**config.mk**
```make
export PLATFORM = sky130hd
export DESIGN_NAME = rename_core
export DESIGN_NICKNAME = d
export VERILOG_FILES = /design/src/design/isa_pkg.sv /design/src/design/rename_pkg.sv /design/src/design/rename_ifs.sv /design/src/design/inst_decode.sv /design/src/design/rename_map.sv /design/src/design/free_list.sv /design/src/design/rob.sv /design/src/design/rename_core.sv
export SDC_FILE = /design/constraint.sdc
export NUM_CORES = 2
export LEC_CHECK = 0
export BUFFER_PORTS_ARGS = -buffer_cell sky130_fd_sc_hd__buf_2
export CAP_MARGIN = 20
export CORE_ASPECT_RATIO = 1.5
export CORE_MARGIN = 2
export CORE_UTILIZATION = 62
export DETAILED_ROUTE_END_ITERATION = 12
export GPL_TIMING_DRIVEN = 0
export PLACE_DENSITY = 0.85
export SYNTH_ARGS = -nofsm -noshare
export SYNTH_HDL_FRONTEND = slang
export SYNTH_SLANG_ARGS = --single-unit
```
**constraint.sdc**
```tcl
create_clock -name clock -period 126.3 [get_ports clock]
set_input_delay 18.945 -clock clock [delete_from_list [all_inputs] [get_ports clock]]
set_output_delay 18.945 -clock clock [all_outputs]
set_load 0.005 [all_outputs]
```
**src/design/isa_pkg.sv**
```systemverilog
// RISC-V instruction formats
package isa_pkg;

    // Major opcodes seen at dispatch
    typedef enum logic [6:0] {
        OP     = 7'b0110011,  // Register-register ALU
        OP_IMM = 7'b0010011,  // Register-immediate ALU
        LOAD   = 7'b0000011,
        STORE  = 7'b0100011,  // No destination
        BRANCH = 7'b1100011,  // No destination
        LUI    = 7'b0110111,  // No sources
        JAL    = 7'b1101111,
        JALR   = 7'b1100111
    } opcode_e;

    typedef logic [4:0] arch_reg_t;  // x0 to x31

    // Register-register layout
    typedef struct packed {
        logic [6:0] funct7;
        arch_reg_t  rs2;
        arch_reg_t  rs1;
        logic [2:0] funct3;
        arch_reg_t  rd;
        opcode_e    opcode;
    } r_fmt_t;

    // Immediate layout
    typedef struct packed {
        logic [11:0] imm12;
        arch_reg_t   rs1;
        logic [2:0]  funct3;
        arch_reg_t   rd;
        opcode_e     opcode;
    } i_fmt_t;

    // One fetched word seen through either layout
    typedef union packed {
        r_fmt_t r_fmt;
        i_fmt_t i_fmt;
    } instr_word_u;

endpackage

```
**src/design/rename_pkg.sv**
```systemverilog
// Renaming widths and types
package rename_pkg;

    localparam int WIDTH     = 2;   // Dispatch and retire width
    localparam int ARCH_REGS = 32;

    typedef logic [5:0] phys_reg_t;  // Physical tag
    typedef logic [3:0] rob_idx_t;   // ROB slot number
    typedef logic [1:0] count_t;     // 0 to WIDTH slots

    // Register fields and use flags of one instruction
    typedef struct packed {
        isa_pkg::arch_reg_t rs1;
        isa_pkg::arch_reg_t rs2;
        isa_pkg::arch_reg_t rd;
        logic               uses_rs1;
        logic               uses_rs2;
        logic               writes_rd;  // Never set for x0
    } decoded_t;

    // One in-flight instruction
    typedef struct packed {
        isa_pkg::arch_reg_t rd;
        phys_reg_t          new_prd;    // Tag given at dispatch
        phys_reg_t          old_prd;    // Freed on retire
        logic               writes_rd;
        logic               done;       // Set by completion
    } rob_entry_t;

endpackage

```
**src/design/rename_ifs.sv**
```systemverilog
// Rename interconnect interfaces
`timescale 1ns/1ns

// Free tags offered to dispatch
interface alloc_if;
    import rename_pkg::*;

    count_t                avail;  // Free tags clamped to WIDTH
    phys_reg_t [WIDTH-1:0] pick;   // Lowest free first
    count_t                take;   // Tags consumed at the edge

    modport producer (
        output avail,
        output pick,
        input  take
    );
    modport consumer (
        input  avail,
        input  pick,
        output take
    );
endinterface

// Oldest ROB entries ready to retire
interface retire_if;
    import rename_pkg::*;

    count_t                 count;  // Entries retiring this cycle
    rob_entry_t [WIDTH-1:0] head;   // Oldest first

    modport producer (
        output count,
        output head
    );
    modport consumer (
        input count,
        input head
    );
endinterface

```
**src/design/inst_decode.sv**
```systemverilog
// Register field decoder
`timescale 1ns/1ns

module inst_decode (
    input  isa_pkg::instr_word_u inst,
    output rename_pkg::decoded_t dec
);
    import isa_pkg::*;

    always_comb begin
        dec.rs1      = inst.i_fmt.rs1;  // Same bits in every format used here
        dec.rs2      = inst.r_fmt.rs2;
        dec.rd       = inst.i_fmt.rd;
        dec.uses_rs1 = 1'b0;
        dec.uses_rs2 = 1'b0;
        dec.writes_rd = 1'b0;
        case (inst.r_fmt.opcode)
            OP: begin
                dec.uses_rs1  = 1'b1;
                dec.uses_rs2  = 1'b1;
                dec.writes_rd = 1'b1;
            end
            OP_IMM, LOAD, JALR: begin
                dec.uses_rs1  = 1'b1;
                dec.writes_rd = 1'b1;
            end
            STORE, BRANCH: begin  // Two sources and no result
                dec.uses_rs1 = 1'b1;
                dec.uses_rs2 = 1'b1;
            end
            LUI, JAL: begin
                dec.writes_rd = 1'b1;
            end
            default: begin
                dec.writes_rd = 1'b0;  // Unknown opcode renames nothing
            end
        endcase
        // x0 keeps tag 0 forever
        if (inst.i_fmt.rd == '0) begin
            dec.writes_rd = 1'b0;
        end
    end

endmodule

```
**src/design/rename_map.sv**
```systemverilog
// Map table and dispatch acceptance
`timescale 1ns/1ns

module rename_map #(
    parameter int PHYS_REGS = 40
) (
    input  logic                                          clock,
    input  logic                                          rst_n,
    input  rename_pkg::count_t                            in_count,  // Slots offered
    input  rename_pkg::decoded_t  [rename_pkg::WIDTH-1:0] dec,
    input  rename_pkg::count_t                            rob_free,
    alloc_if.consumer                                     alloc,
    output rename_pkg::count_t                            accept_count,
    output rename_pkg::phys_reg_t [rename_pkg::WIDTH-1:0] phys_rs1,
    output rename_pkg::phys_reg_t [rename_pkg::WIDTH-1:0] phys_rs2,
    output rename_pkg::phys_reg_t [rename_pkg::WIDTH-1:0] phys_rd,
    output rename_pkg::phys_reg_t [rename_pkg::WIDTH-1:0] old_prd
);
    import rename_pkg::*;

    localparam int TAG_W = $clog2(PHYS_REGS);  // Entry width follows the tag space
    typedef logic [TAG_W-1:0] map_tag_t;

    map_tag_t              map_q [ARCH_REGS];  // Arch to phys
    logic      [WIDTH-1:0] wr;                 // Slot writes rd
    logic                  ok0, ok1;           // Slot accepted
    count_t                need1;              // Tags needed for both slots
    phys_reg_t [WIDTH-1:0] new_tag;
    logic                  byp_rs1, byp_rs2, byp_rd;

    ////////////////////
    // Acceptance and tag choice
    always_comb begin
        wr[0] = dec[0].writes_rd;
        wr[1] = dec[1].writes_rd;
        need1 = count_t'(wr[0]) + count_t'(wr[1]);
        ok0   = (in_count != '0) && (rob_free != '0) && (!wr[0] || alloc.avail != '0);
        ok1   = ok0 && (in_count == 2'd2) && (rob_free == 2'd2) && (alloc.avail >= need1);
        accept_count = ok1 ? 2'd2 : (ok0 ? 2'd1 : 2'd0);
        alloc.take   = count_t'(ok0 && wr[0]) + count_t'(ok1 && wr[1]);
        new_tag[0] = alloc.pick[0];
        new_tag[1] = wr[0] ? alloc.pick[1] : alloc.pick[0];  // Pick 0 to first writer
        phys_rd[0] = wr[0] ? new_tag[0] : '0;
        phys_rd[1] = wr[1] ? new_tag[1] : '0;
    end

    ////////////////////
    // Source lookup with slot 1 bypass
    always_comb begin
        byp_rs1 = wr[0] && (dec[1].rs1 == dec[0].rd);
        byp_rs2 = wr[0] && (dec[1].rs2 == dec[0].rd);
        byp_rd  = wr[0] && (dec[1].rd == dec[0].rd);   // Same rd twice in a group
        phys_rs1[0] = dec[0].uses_rs1 ? phys_reg_t'(map_q[dec[0].rs1]) : '0;
        phys_rs2[0] = dec[0].uses_rs2 ? phys_reg_t'(map_q[dec[0].rs2]) : '0;
        phys_rs1[1] = !dec[1].uses_rs1 ? '0 :
                      (byp_rs1 ? new_tag[0] : phys_reg_t'(map_q[dec[1].rs1]));
        phys_rs2[1] = !dec[1].uses_rs2 ? '0 :
                      (byp_rs2 ? new_tag[0] : phys_reg_t'(map_q[dec[1].rs2]));
        old_prd[0]  = phys_reg_t'(map_q[dec[0].rd]);
        old_prd[1]  = byp_rd ? new_tag[0] : phys_reg_t'(map_q[dec[1].rd]);
    end

    always_ff @(posedge clock) begin
        if (!rst_n) begin
            for (int i = 0; i < ARCH_REGS; i++) begin
                map_q[i] <= map_tag_t'(i);  // Identity mapping
            end
        end else begin
            if (ok0 && wr[0]) begin
                map_q[dec[0].rd] <= map_tag_t'(new_tag[0]);
            end
            if (ok1 && wr[1]) begin
                map_q[dec[1].rd] <= map_tag_t'(new_tag[1]);  // Younger slot wins
            end
        end
    end

endmodule

```
**src/design/free_list.sv**
```systemverilog
// Physical register free list
`timescale 1ns/1ns

module free_list #(
    parameter int PHYS_REGS = 40
) (
    input  logic       clock,
    input  logic       rst_n,
    alloc_if.producer  alloc,
    retire_if.consumer ret
);
    import rename_pkg::*;

    logic [PHYS_REGS-1:0] free_q;  // One bit per tag, set when free
    logic [PHYS_REGS-1:0] free_d;

    ////////////////////
    // Lowest-first two-pick search
    always_comb begin : pick_search
        int found;
        found = 0;
        alloc.pick = '0;
        for (int i = 0; i < PHYS_REGS; i++) begin
            if (free_q[i] && found < WIDTH) begin
                alloc.pick[found] = phys_reg_t'(i);
                found++;
            end
        end
        alloc.avail = count_t'(found);  // Already clamped by the search
    end

    ////////////////////
    // Take and release
    always_comb begin
        free_d = free_q;
        for (int k = 0; k < WIDTH; k++) begin
            if (count_t'(k) < alloc.take) begin
                free_d[alloc.pick[k]] = 1'b0;
            end
        end
        // Old mapping of each retiring writer comes back
        for (int k = 0; k < WIDTH; k++) begin
            if (count_t'(k) < ret.count && ret.head[k].writes_rd) begin
                free_d[ret.head[k].old_prd] = 1'b1;
            end
        end
    end

    always_ff @(posedge clock) begin
        if (!rst_n) begin
            free_q <= {PHYS_REGS{1'b1}} << ARCH_REGS;  // Tags above the arch set
        end else begin
            free_q <= free_d;
        end
    end

endmodule

```
**src/design/rob.sv**
```systemverilog
// Reorder buffer
`timescale 1ns/1ns

module rob #(
    parameter int ROB_DEPTH = 16
) (
    input  logic                                          clock,
    input  logic                                          rst_n,
    input  rename_pkg::count_t                            accept_count,
    input  rename_pkg::decoded_t  [rename_pkg::WIDTH-1:0] dec,
    input  rename_pkg::phys_reg_t [rename_pkg::WIDTH-1:0] phys_rd,
    input  rename_pkg::phys_reg_t [rename_pkg::WIDTH-1:0] old_prd,
    input  logic                  [rename_pkg::WIDTH-1:0] cmp_valid,
    input  rename_pkg::rob_idx_t  [rename_pkg::WIDTH-1:0] cmp_rob_idx,
    output rename_pkg::count_t                            rob_free,   // Clamped to WIDTH
    output rename_pkg::rob_idx_t  [rename_pkg::WIDTH-1:0] alloc_idx,
    retire_if.producer                                    ret
);
    import rename_pkg::*;

    localparam int PTR_W = $clog2(ROB_DEPTH);
    typedef logic [PTR_W-1:0] ptr_t;
    typedef logic [PTR_W:0]   occ_t;  // Holds 0 to ROB_DEPTH

    rob_entry_t [ROB_DEPTH-1:0] entries;  // Live from head for occupancy entries
    ptr_t                       head, tail;
    occ_t                       occupancy;
    occ_t                       spare;
    ptr_t       [WIDTH-1:0]     wr_ptr, rd_ptr;
    logic       [WIDTH-1:0]     ready;     // Retire in order

    always_comb begin
        spare    = occ_t'(ROB_DEPTH) - occupancy;
        rob_free = (spare >= occ_t'(2)) ? 2'd2 : count_t'(spare);
        for (int k = 0; k < WIDTH; k++) begin
            wr_ptr[k]    = tail + ptr_t'(k);  // Wraps at ROB_DEPTH
            rd_ptr[k]    = head + ptr_t'(k);
            alloc_idx[k] = rob_idx_t'(wr_ptr[k]);
            ret.head[k]  = entries[rd_ptr[k]];
        end
        ready[0]  = (occupancy > occ_t'(0)) && entries[rd_ptr[0]].done;
        ready[1]  = ready[0] && (occupancy > occ_t'(1)) && entries[rd_ptr[1]].done;
        ret.count = count_t'(ready[0]) + count_t'(ready[1]);
    end

    ////////////////////
    // Entry writes and completion marks
    always_ff @(posedge clock) begin
        for (int k = 0; k < WIDTH; k++) begin
            if (count_t'(k) < accept_count) begin
                entries[wr_ptr[k]].rd        <= dec[k].rd;
                entries[wr_ptr[k]].new_prd   <= phys_rd[k];
                entries[wr_ptr[k]].old_prd   <= old_prd[k];
                entries[wr_ptr[k]].writes_rd <= dec[k].writes_rd;
                entries[wr_ptr[k]].done      <= 1'b0;
            end
        end
        for (int k = 0; k < WIDTH; k++) begin
            if (cmp_valid[k]) begin
                entries[ptr_t'(cmp_rob_idx[k])].done <= 1'b1;
            end
        end
    end

    always_ff @(posedge clock) begin
        if (!rst_n) begin
            head      <= '0;
            tail      <= '0;
            occupancy <= '0;
        end else begin
            head      <= head + ptr_t'(ret.count);
            tail      <= tail + ptr_t'(accept_count);
            occupancy <= occupancy + occ_t'(accept_count) - occ_t'(ret.count);
        end
    end

endmodule

```
**src/design/rename_core.sv**
```systemverilog
// Rename and commit core
`timescale 1ns/1ns

module rename_core #(
    parameter int PHYS_REGS = 40,
    parameter int ROB_DEPTH = 16
) (
    input  logic                                           clock,
    input  logic                                           rst_n,
    input  rename_pkg::count_t                             in_count,
    input  isa_pkg::instr_word_u   [rename_pkg::WIDTH-1:0] inst,        // Oldest in slot 0
    output rename_pkg::count_t                             accept_count,
    output rename_pkg::phys_reg_t  [rename_pkg::WIDTH-1:0] phys_rs1,
    output rename_pkg::phys_reg_t  [rename_pkg::WIDTH-1:0] phys_rs2,
    output rename_pkg::phys_reg_t  [rename_pkg::WIDTH-1:0] phys_rd,
    output rename_pkg::rob_idx_t   [rename_pkg::WIDTH-1:0] rob_idx,
    input  logic                   [rename_pkg::WIDTH-1:0] cmp_valid,
    input  rename_pkg::rob_idx_t   [rename_pkg::WIDTH-1:0] cmp_rob_idx,
    output rename_pkg::count_t                             retire_count,
    output isa_pkg::arch_reg_t     [rename_pkg::WIDTH-1:0] retire_rd,
    output rename_pkg::phys_reg_t  [rename_pkg::WIDTH-1:0] retire_prd   // New tag of retiree
);
    import rename_pkg::*;

    decoded_t  [WIDTH-1:0] dec;
    phys_reg_t [WIDTH-1:0] old_prd;   // Previous mapping per slot
    count_t                rob_free;

    alloc_if  alloc ();  // Free list to map
    retire_if ret ();    // ROB to free list

    ////////////////////
    // Decode
    for (genvar k = 0; k < WIDTH; k++) begin : g_dec
        inst_decode u_dec (
            .inst (inst[k]),
            .dec  (dec[k])
        );
    end

    ////////////////////
    // Rename
    rename_map #(.PHYS_REGS(PHYS_REGS)) u_map (
        .clock        (clock),
        .rst_n        (rst_n),
        .in_count     (in_count),
        .dec          (dec),
        .rob_free     (rob_free),
        .alloc        (alloc.consumer),
        .accept_count (accept_count),
        .phys_rs1     (phys_rs1),
        .phys_rs2     (phys_rs2),
        .phys_rd      (phys_rd),
        .old_prd      (old_prd)
    );

    free_list #(.PHYS_REGS(PHYS_REGS)) u_free (
        .clock (clock),
        .rst_n (rst_n),
        .alloc (alloc.producer),
        .ret   (ret.consumer)
    );

    ////////////////////
    // Commit
    rob #(.ROB_DEPTH(ROB_DEPTH)) u_rob (
        .clock        (clock),
        .rst_n        (rst_n),
        .accept_count (accept_count),
        .dec          (dec),
        .phys_rd      (phys_rd),
        .old_prd      (old_prd),
        .cmp_valid    (cmp_valid),
        .cmp_rob_idx  (cmp_rob_idx),
        .rob_free     (rob_free),
        .alloc_idx    (rob_idx),
        .ret          (ret.producer)
    );

    assign retire_count = ret.count;
    for (genvar k = 0; k < WIDTH; k++) begin : g_ret
        assign retire_rd[k]  = ret.head[k].rd;
        assign retire_prd[k] = ret.head[k].new_prd;
    end

endmodule

```
==> results.md, run 1 <==
* Synth area leaders: mux4_2 (24%), dfxtp_1 (15%), edfxtp_1 (12%)
* First-pass GRT wire length at roughly 350000 um
* Count leader, synth: mux4_2
* Status: did not finish
* Die Y at 347 um
* RePlAce Congestion at 1.12
* PortBufs at 112
* Syn. warnings at 0
* Post-CTS Setup Bufs at 0
* Post-synth top area cell: mux4_2
* Dpl ws at 59.66 ns
* Commonest cells in the netlist: mux4_2 (524), mux2i_1 (392), nand2_1 (370)
* Root buffer cell: clkbuf_16
* DP HPWL at 172000 um
* Die width at about 230 um
* Err: [ERROR GRT-0116] Global routing finished with congestion. Check the congestion regions in the DRC Viewer.
* H-tree levels at 2
* Synthesized instance count at 4902
* Largest net degree at the start of global routing at 16
* Total gr overflow at 3
* Synthesized area at 48700 um2
* # hold bufs at CTS at 0
* Post-CTS Resized at 0
* Num ports at approximately 150
* Number of synthesized flops with an enable pin at 192
* Clock Tree Buf Depth at 3
* Cts bufs inserted at 54
* Avg Cell Area, Syn at 9.93 um2
* CTS sink count at 549
* Total GRT Usage at 60.0%
* Register area share after synthesis at a little over a quarter
* Synth Flop Type: dfxtp_1
* Yosys cell types at approximately 120
* Initial Util at 62.7%
* Yosys reg bits at 549
* Top-area cell type share of the netlist area at between 20% and 30%
* Async SR Flop Fraction at 0%
* Vias in the first global route at roughly 51000
* Failed at: global routing
* # rows at around 130
## per-stage QoR
| step | instance area [um2] | std cells | utilization [%] |
|---|---|---|---|
| after CTS | 52800 | 6158 | 68.0 |
| after floorplan | 48700 | 4907 | - |
| after detailed placement | 50900 | 6057 | 65.6 |
| after global placement | 50500 | 6035 | 65.1 |
## metal layers
| layer | overflow | GRT usage [%] |
|---|---|---|
| met4 | 2 | 54.6 |
| met3 | 0 | 33.7 |
| met5 | 0 | 6.31 |
| met2 | 1 | 81.9 |
| met1 | 0 | 64.9 |
## cell families after synthesis
family / after synthesis / share of synthesized area [%]
muxes: 938 / 32.9
DFF: 549 / 26.5
AOI/OAI and AO/OA: 1140 / 15.2
other: 1 / 0.00770
adders and majority gates: 79 / 2.06
and+or+nand+nor: 1593 / 17.0
buffers and inverters: 513 / 4.34
xor gates and xnor gates: 89 / 1.99
==> run 2: changes to the inputs <==
--- a/config.mk
+++ b/config.mk
@@ -7,12 +7,11 @@
 export LEC_CHECK = 0
 export BUFFER_PORTS_ARGS = -buffer_cell sky130_fd_sc_hd__buf_2
 export CAP_MARGIN = 20
-export CORE_ASPECT_RATIO = 1.5
 export CORE_MARGIN = 2
-export CORE_UTILIZATION = 62
+export CORE_UTILIZATION = 40
 export DETAILED_ROUTE_END_ITERATION = 12
 export GPL_TIMING_DRIVEN = 0
-export PLACE_DENSITY = 0.85
+export PLACE_DENSITY_LB_ADDON = 0.15
 export SYNTH_ARGS = -nofsm -noshare
 export SYNTH_HDL_FRONTEND = slang
 export SYNTH_SLANG_ARGS = --single-unit
==> run 2 against run 1 <==
Against the previous run: the flow now finishes without violations; area after synthesis stayed put; synthesized cell count stayed put.
==> results.md, run 2 <==
* Leakage at 19.6 nW
* CTS sink count at 549
* Clock Tree Buf Depth at 3
* Worst slew pin tran at 1.20 ns
* CTS tree: yes
* Max VDD drop at 0.00892 mV
* Critical Path Start Type: flip-flop
* Setup CP Type: flip-flop to output port
* Syn-to-layout area delta at 11.0%
* H-tree levels at 3
* Yosys cell types at 117
* Status: finished clean
* Synth Flop Type: dfxtp_1
* R2r startpoint: u_free.free_q[0]
* Syn. warnings at 0
* Routed wire length at 227000 um
* Yosys reg bits at about 550
* Avg Cell Area, Syn at 9.93 um2
* Total GRT Usage at 35.2%
* RePlAce Congestion at 1.05
* Reg2reg end: u_map.map_q[4][5]
* Hold Vio Cnt, Final at 0
* Fmax at 14.6 MHz
* Final setup fails at 0
* Cts bufs inserted at between 60 and 70
* Largest register FFs at 304
* Root buffer cell: clkbuf_16
* Reg2reg path depth at between 150 and 200
* Via Count at 47915
* Max Used Layer: met5
* Hold Startpoint: u_rob.entries[190]
* Tcrit/Tclk final at 54.2%
* Share of layout cells above drive strength 1 at between 10% and 20%
* Metal-1 WL at 85700 um
* Post-CTS Resized at 0
* Post-CTS Setup Bufs at 0
* Most frequent cells in the layout: mux4_2 (524), mux2i_1 (392), nand2_1 (370)
* Max-slew violations at 0
* Max-capacitance violation count at 0
* Final Util at 44.9%
* Largest net degree at the start of global routing at 14
* Most common cell after layout, fill and taps aside: mux4_2
* WL/cell at 33.4 um
* Number of synthesized flops with an enable pin at roughly 190
* Min Tclk post-route at 68.44 ns
* Vias in the first global route at 44727
* Hold path depth at 1
* Final net count at 5281
* DP HPWL at about 180000 um
* Die area at ~120000 um2
* First-pass GRT wire length at 323000 um
* # rows at 127
* Synth area leaders: mux4_2 (24%), dfxtp_1 (15%), edfxtp_1 (12%)
* Count leader, synth: mux4_2
* Routed wl met3 at 27500 um
* Routed Antenna Nets at 0
* PD cells at 12.7 nW/um2
* RSZ-0062 raised after global routing: no
* Via/cell ratio at ~7
* Hold Path Sink: u_rob.entries[190]
* Initial antenna violation count at 4
* Post-synth top area cell: mux4_2
* DR DRC count at 0
* CP endpoint kind: output port
* Register area share after synthesis at a little over a quarter
* Synthesized instance count at 4902
* Synthesized area at 48700 um2
* PortBufs at 112
* Num ports at approximately 150
* Final setup TNS at 0 ns
* Clock skew at 0.0280 ns
* Clock Latency Late Sink at 0.64 ns
* Worst endpoint data arrival time at 49.49 ns
* DRT Pass-1 Iters at 8
* CORE AREA at 120000 um2
* Required @ worst endpoint at between 100 and 150 ns
* Hold Path Class: flip-flop to flip-flop
* Commonest cells in the netlist: mux4_2 (524), mux2i_1 (392), nand2_1 (370)
* Total gr overflow at 0
* Critical path's largest stage delay at 0.79 ns
* Die width at 353 um
* Die Y at 353 um
* Async SR Flop Fraction at 0%
* Initial DRC Count at 6966
* # hold bufs at CTS at 0
* FF-to-FF setup slack at ~76 ns
* Max transition margin at 19.4%
* Top-area cell type share of the netlist area at around a quarter
* CP dominant cell by count: ha_1
* Initial Util at 40.5%
* Worst-path cell with the longest stage delay: nor3_1
* Critical Path Fanout Max at 10
* CTS clk-pin slew, worst paths at 0.06 ns
* Met2 routed WL at 99100 um
run 2: kinds of logic (layout without fill, tap and decap cells):
| logic type | count (synthesis) | after routing | synth area share (%) |
|---|---|---|---|
| multiplexers | 938 | 938 | 32.9 |
| XOR/XNOR | 89 | 89 | 1.99 |
| flip-flops | 549 | 549 | 26.5 |
| AO/OA/AOI/OAI | 1140 | 1140 | 15.2 |
| buffers and inverters | 513 | 788 | 4.34 |
| other | 1 | 9 | 0.00770 |
| adder cells (fa/ha/maj) | 79 | 79 | 2.06 |
| AND/OR/NAND/NOR | 1593 | 1593 | 17.0 |
run 2: worst max path at each step:
stage,to,depth (start not counted),slack (ns),startpoint
finish,accept_count[1],187,57.86,u_free.free_q[0]
global route,accept_count[1],187,53.63,u_free.free_q[0]
CTS,accept_count[1],186,58.22,u_free.free_q[0]
detailed placement,accept_count[1],184,58.99,u_free.free_q[0]
global placement,accept_count[1],184,59.17,u_free.free_q[0]
floorplan,accept_count[1],186,69.64,u_free.free_q[0]
run 2: cell type report:
| class | count | area [um2] |
|---|---|---|
| plain buffers | 421 | 1760 |
| clock inverters | 21 | 238 |
| diodes | 3 | 7.51 |
| fillers | 11629 | 66200 |
| repair buffers | 155 | 1080 |
| inverters | 92 | 348 |
| clock buffers | 99 | 2000 |
| flip-flops and latches | 549 | 12900 |
| well taps | 1612 | 2020 |
| multi-input cells | 3845 | 33700 |
run 2: through the flow:
step / instance area (um2) / setup WS, ns / power [W] / hold WS [ns] / std cells
6_report: 54100 / 57.86 / 0.000689 / 0.504 / 6797
5_1_grt: 54000 / 53.63 / 0.000712 / 0.517 / 6795
4_1_cts: 53800 / 58.22 / 0.000680 / 0.503 / 6772
3_5_place_dp: 51500 / 58.99 / 0.000481 / 0.488 / 6652
3_3_place_gp: 51300 / 59.17 / 0.000475 / 0.478 / 6631
2_1_floorplan: 48700 / 69.64 / 0.000391 / 0.461 / 4907
run 2: critical path: cells and delay by family, from the launching register on:
family,cells,cell delay [ns]
simple gates,71,16.29
compound gates,53,12.63
fa+ha+maj,25,7.89
buf+inv,25,6.78
xor+xnor,10,3.63
mux,3,1.00
flops,1,0.47
run 2: routing by layer:
layer / track usage [%] / vias up
met2: 53.3 / 3547
met3: 10.5 / 764
met1: 45.2 / 23648
li1: - / 19954
met5: 0.415 / -
met4: 19.1 / 2
run 2: power by group:
part / switching, W / total [W] / leakage (nW) / internal, W
clock: 0.0000853 / 0.000202 / 1.10 / 0.000117
combinational: 0.000155 / 0.000258 / 13.9 / 0.000103
sequential: 0.0000219 / 0.000229 / 4.61 / 0.000207
total: 0.000262 / 0.000689 / 19.6 / 0.000427
No activity file was read; power rests on OpenSTA's default activity.
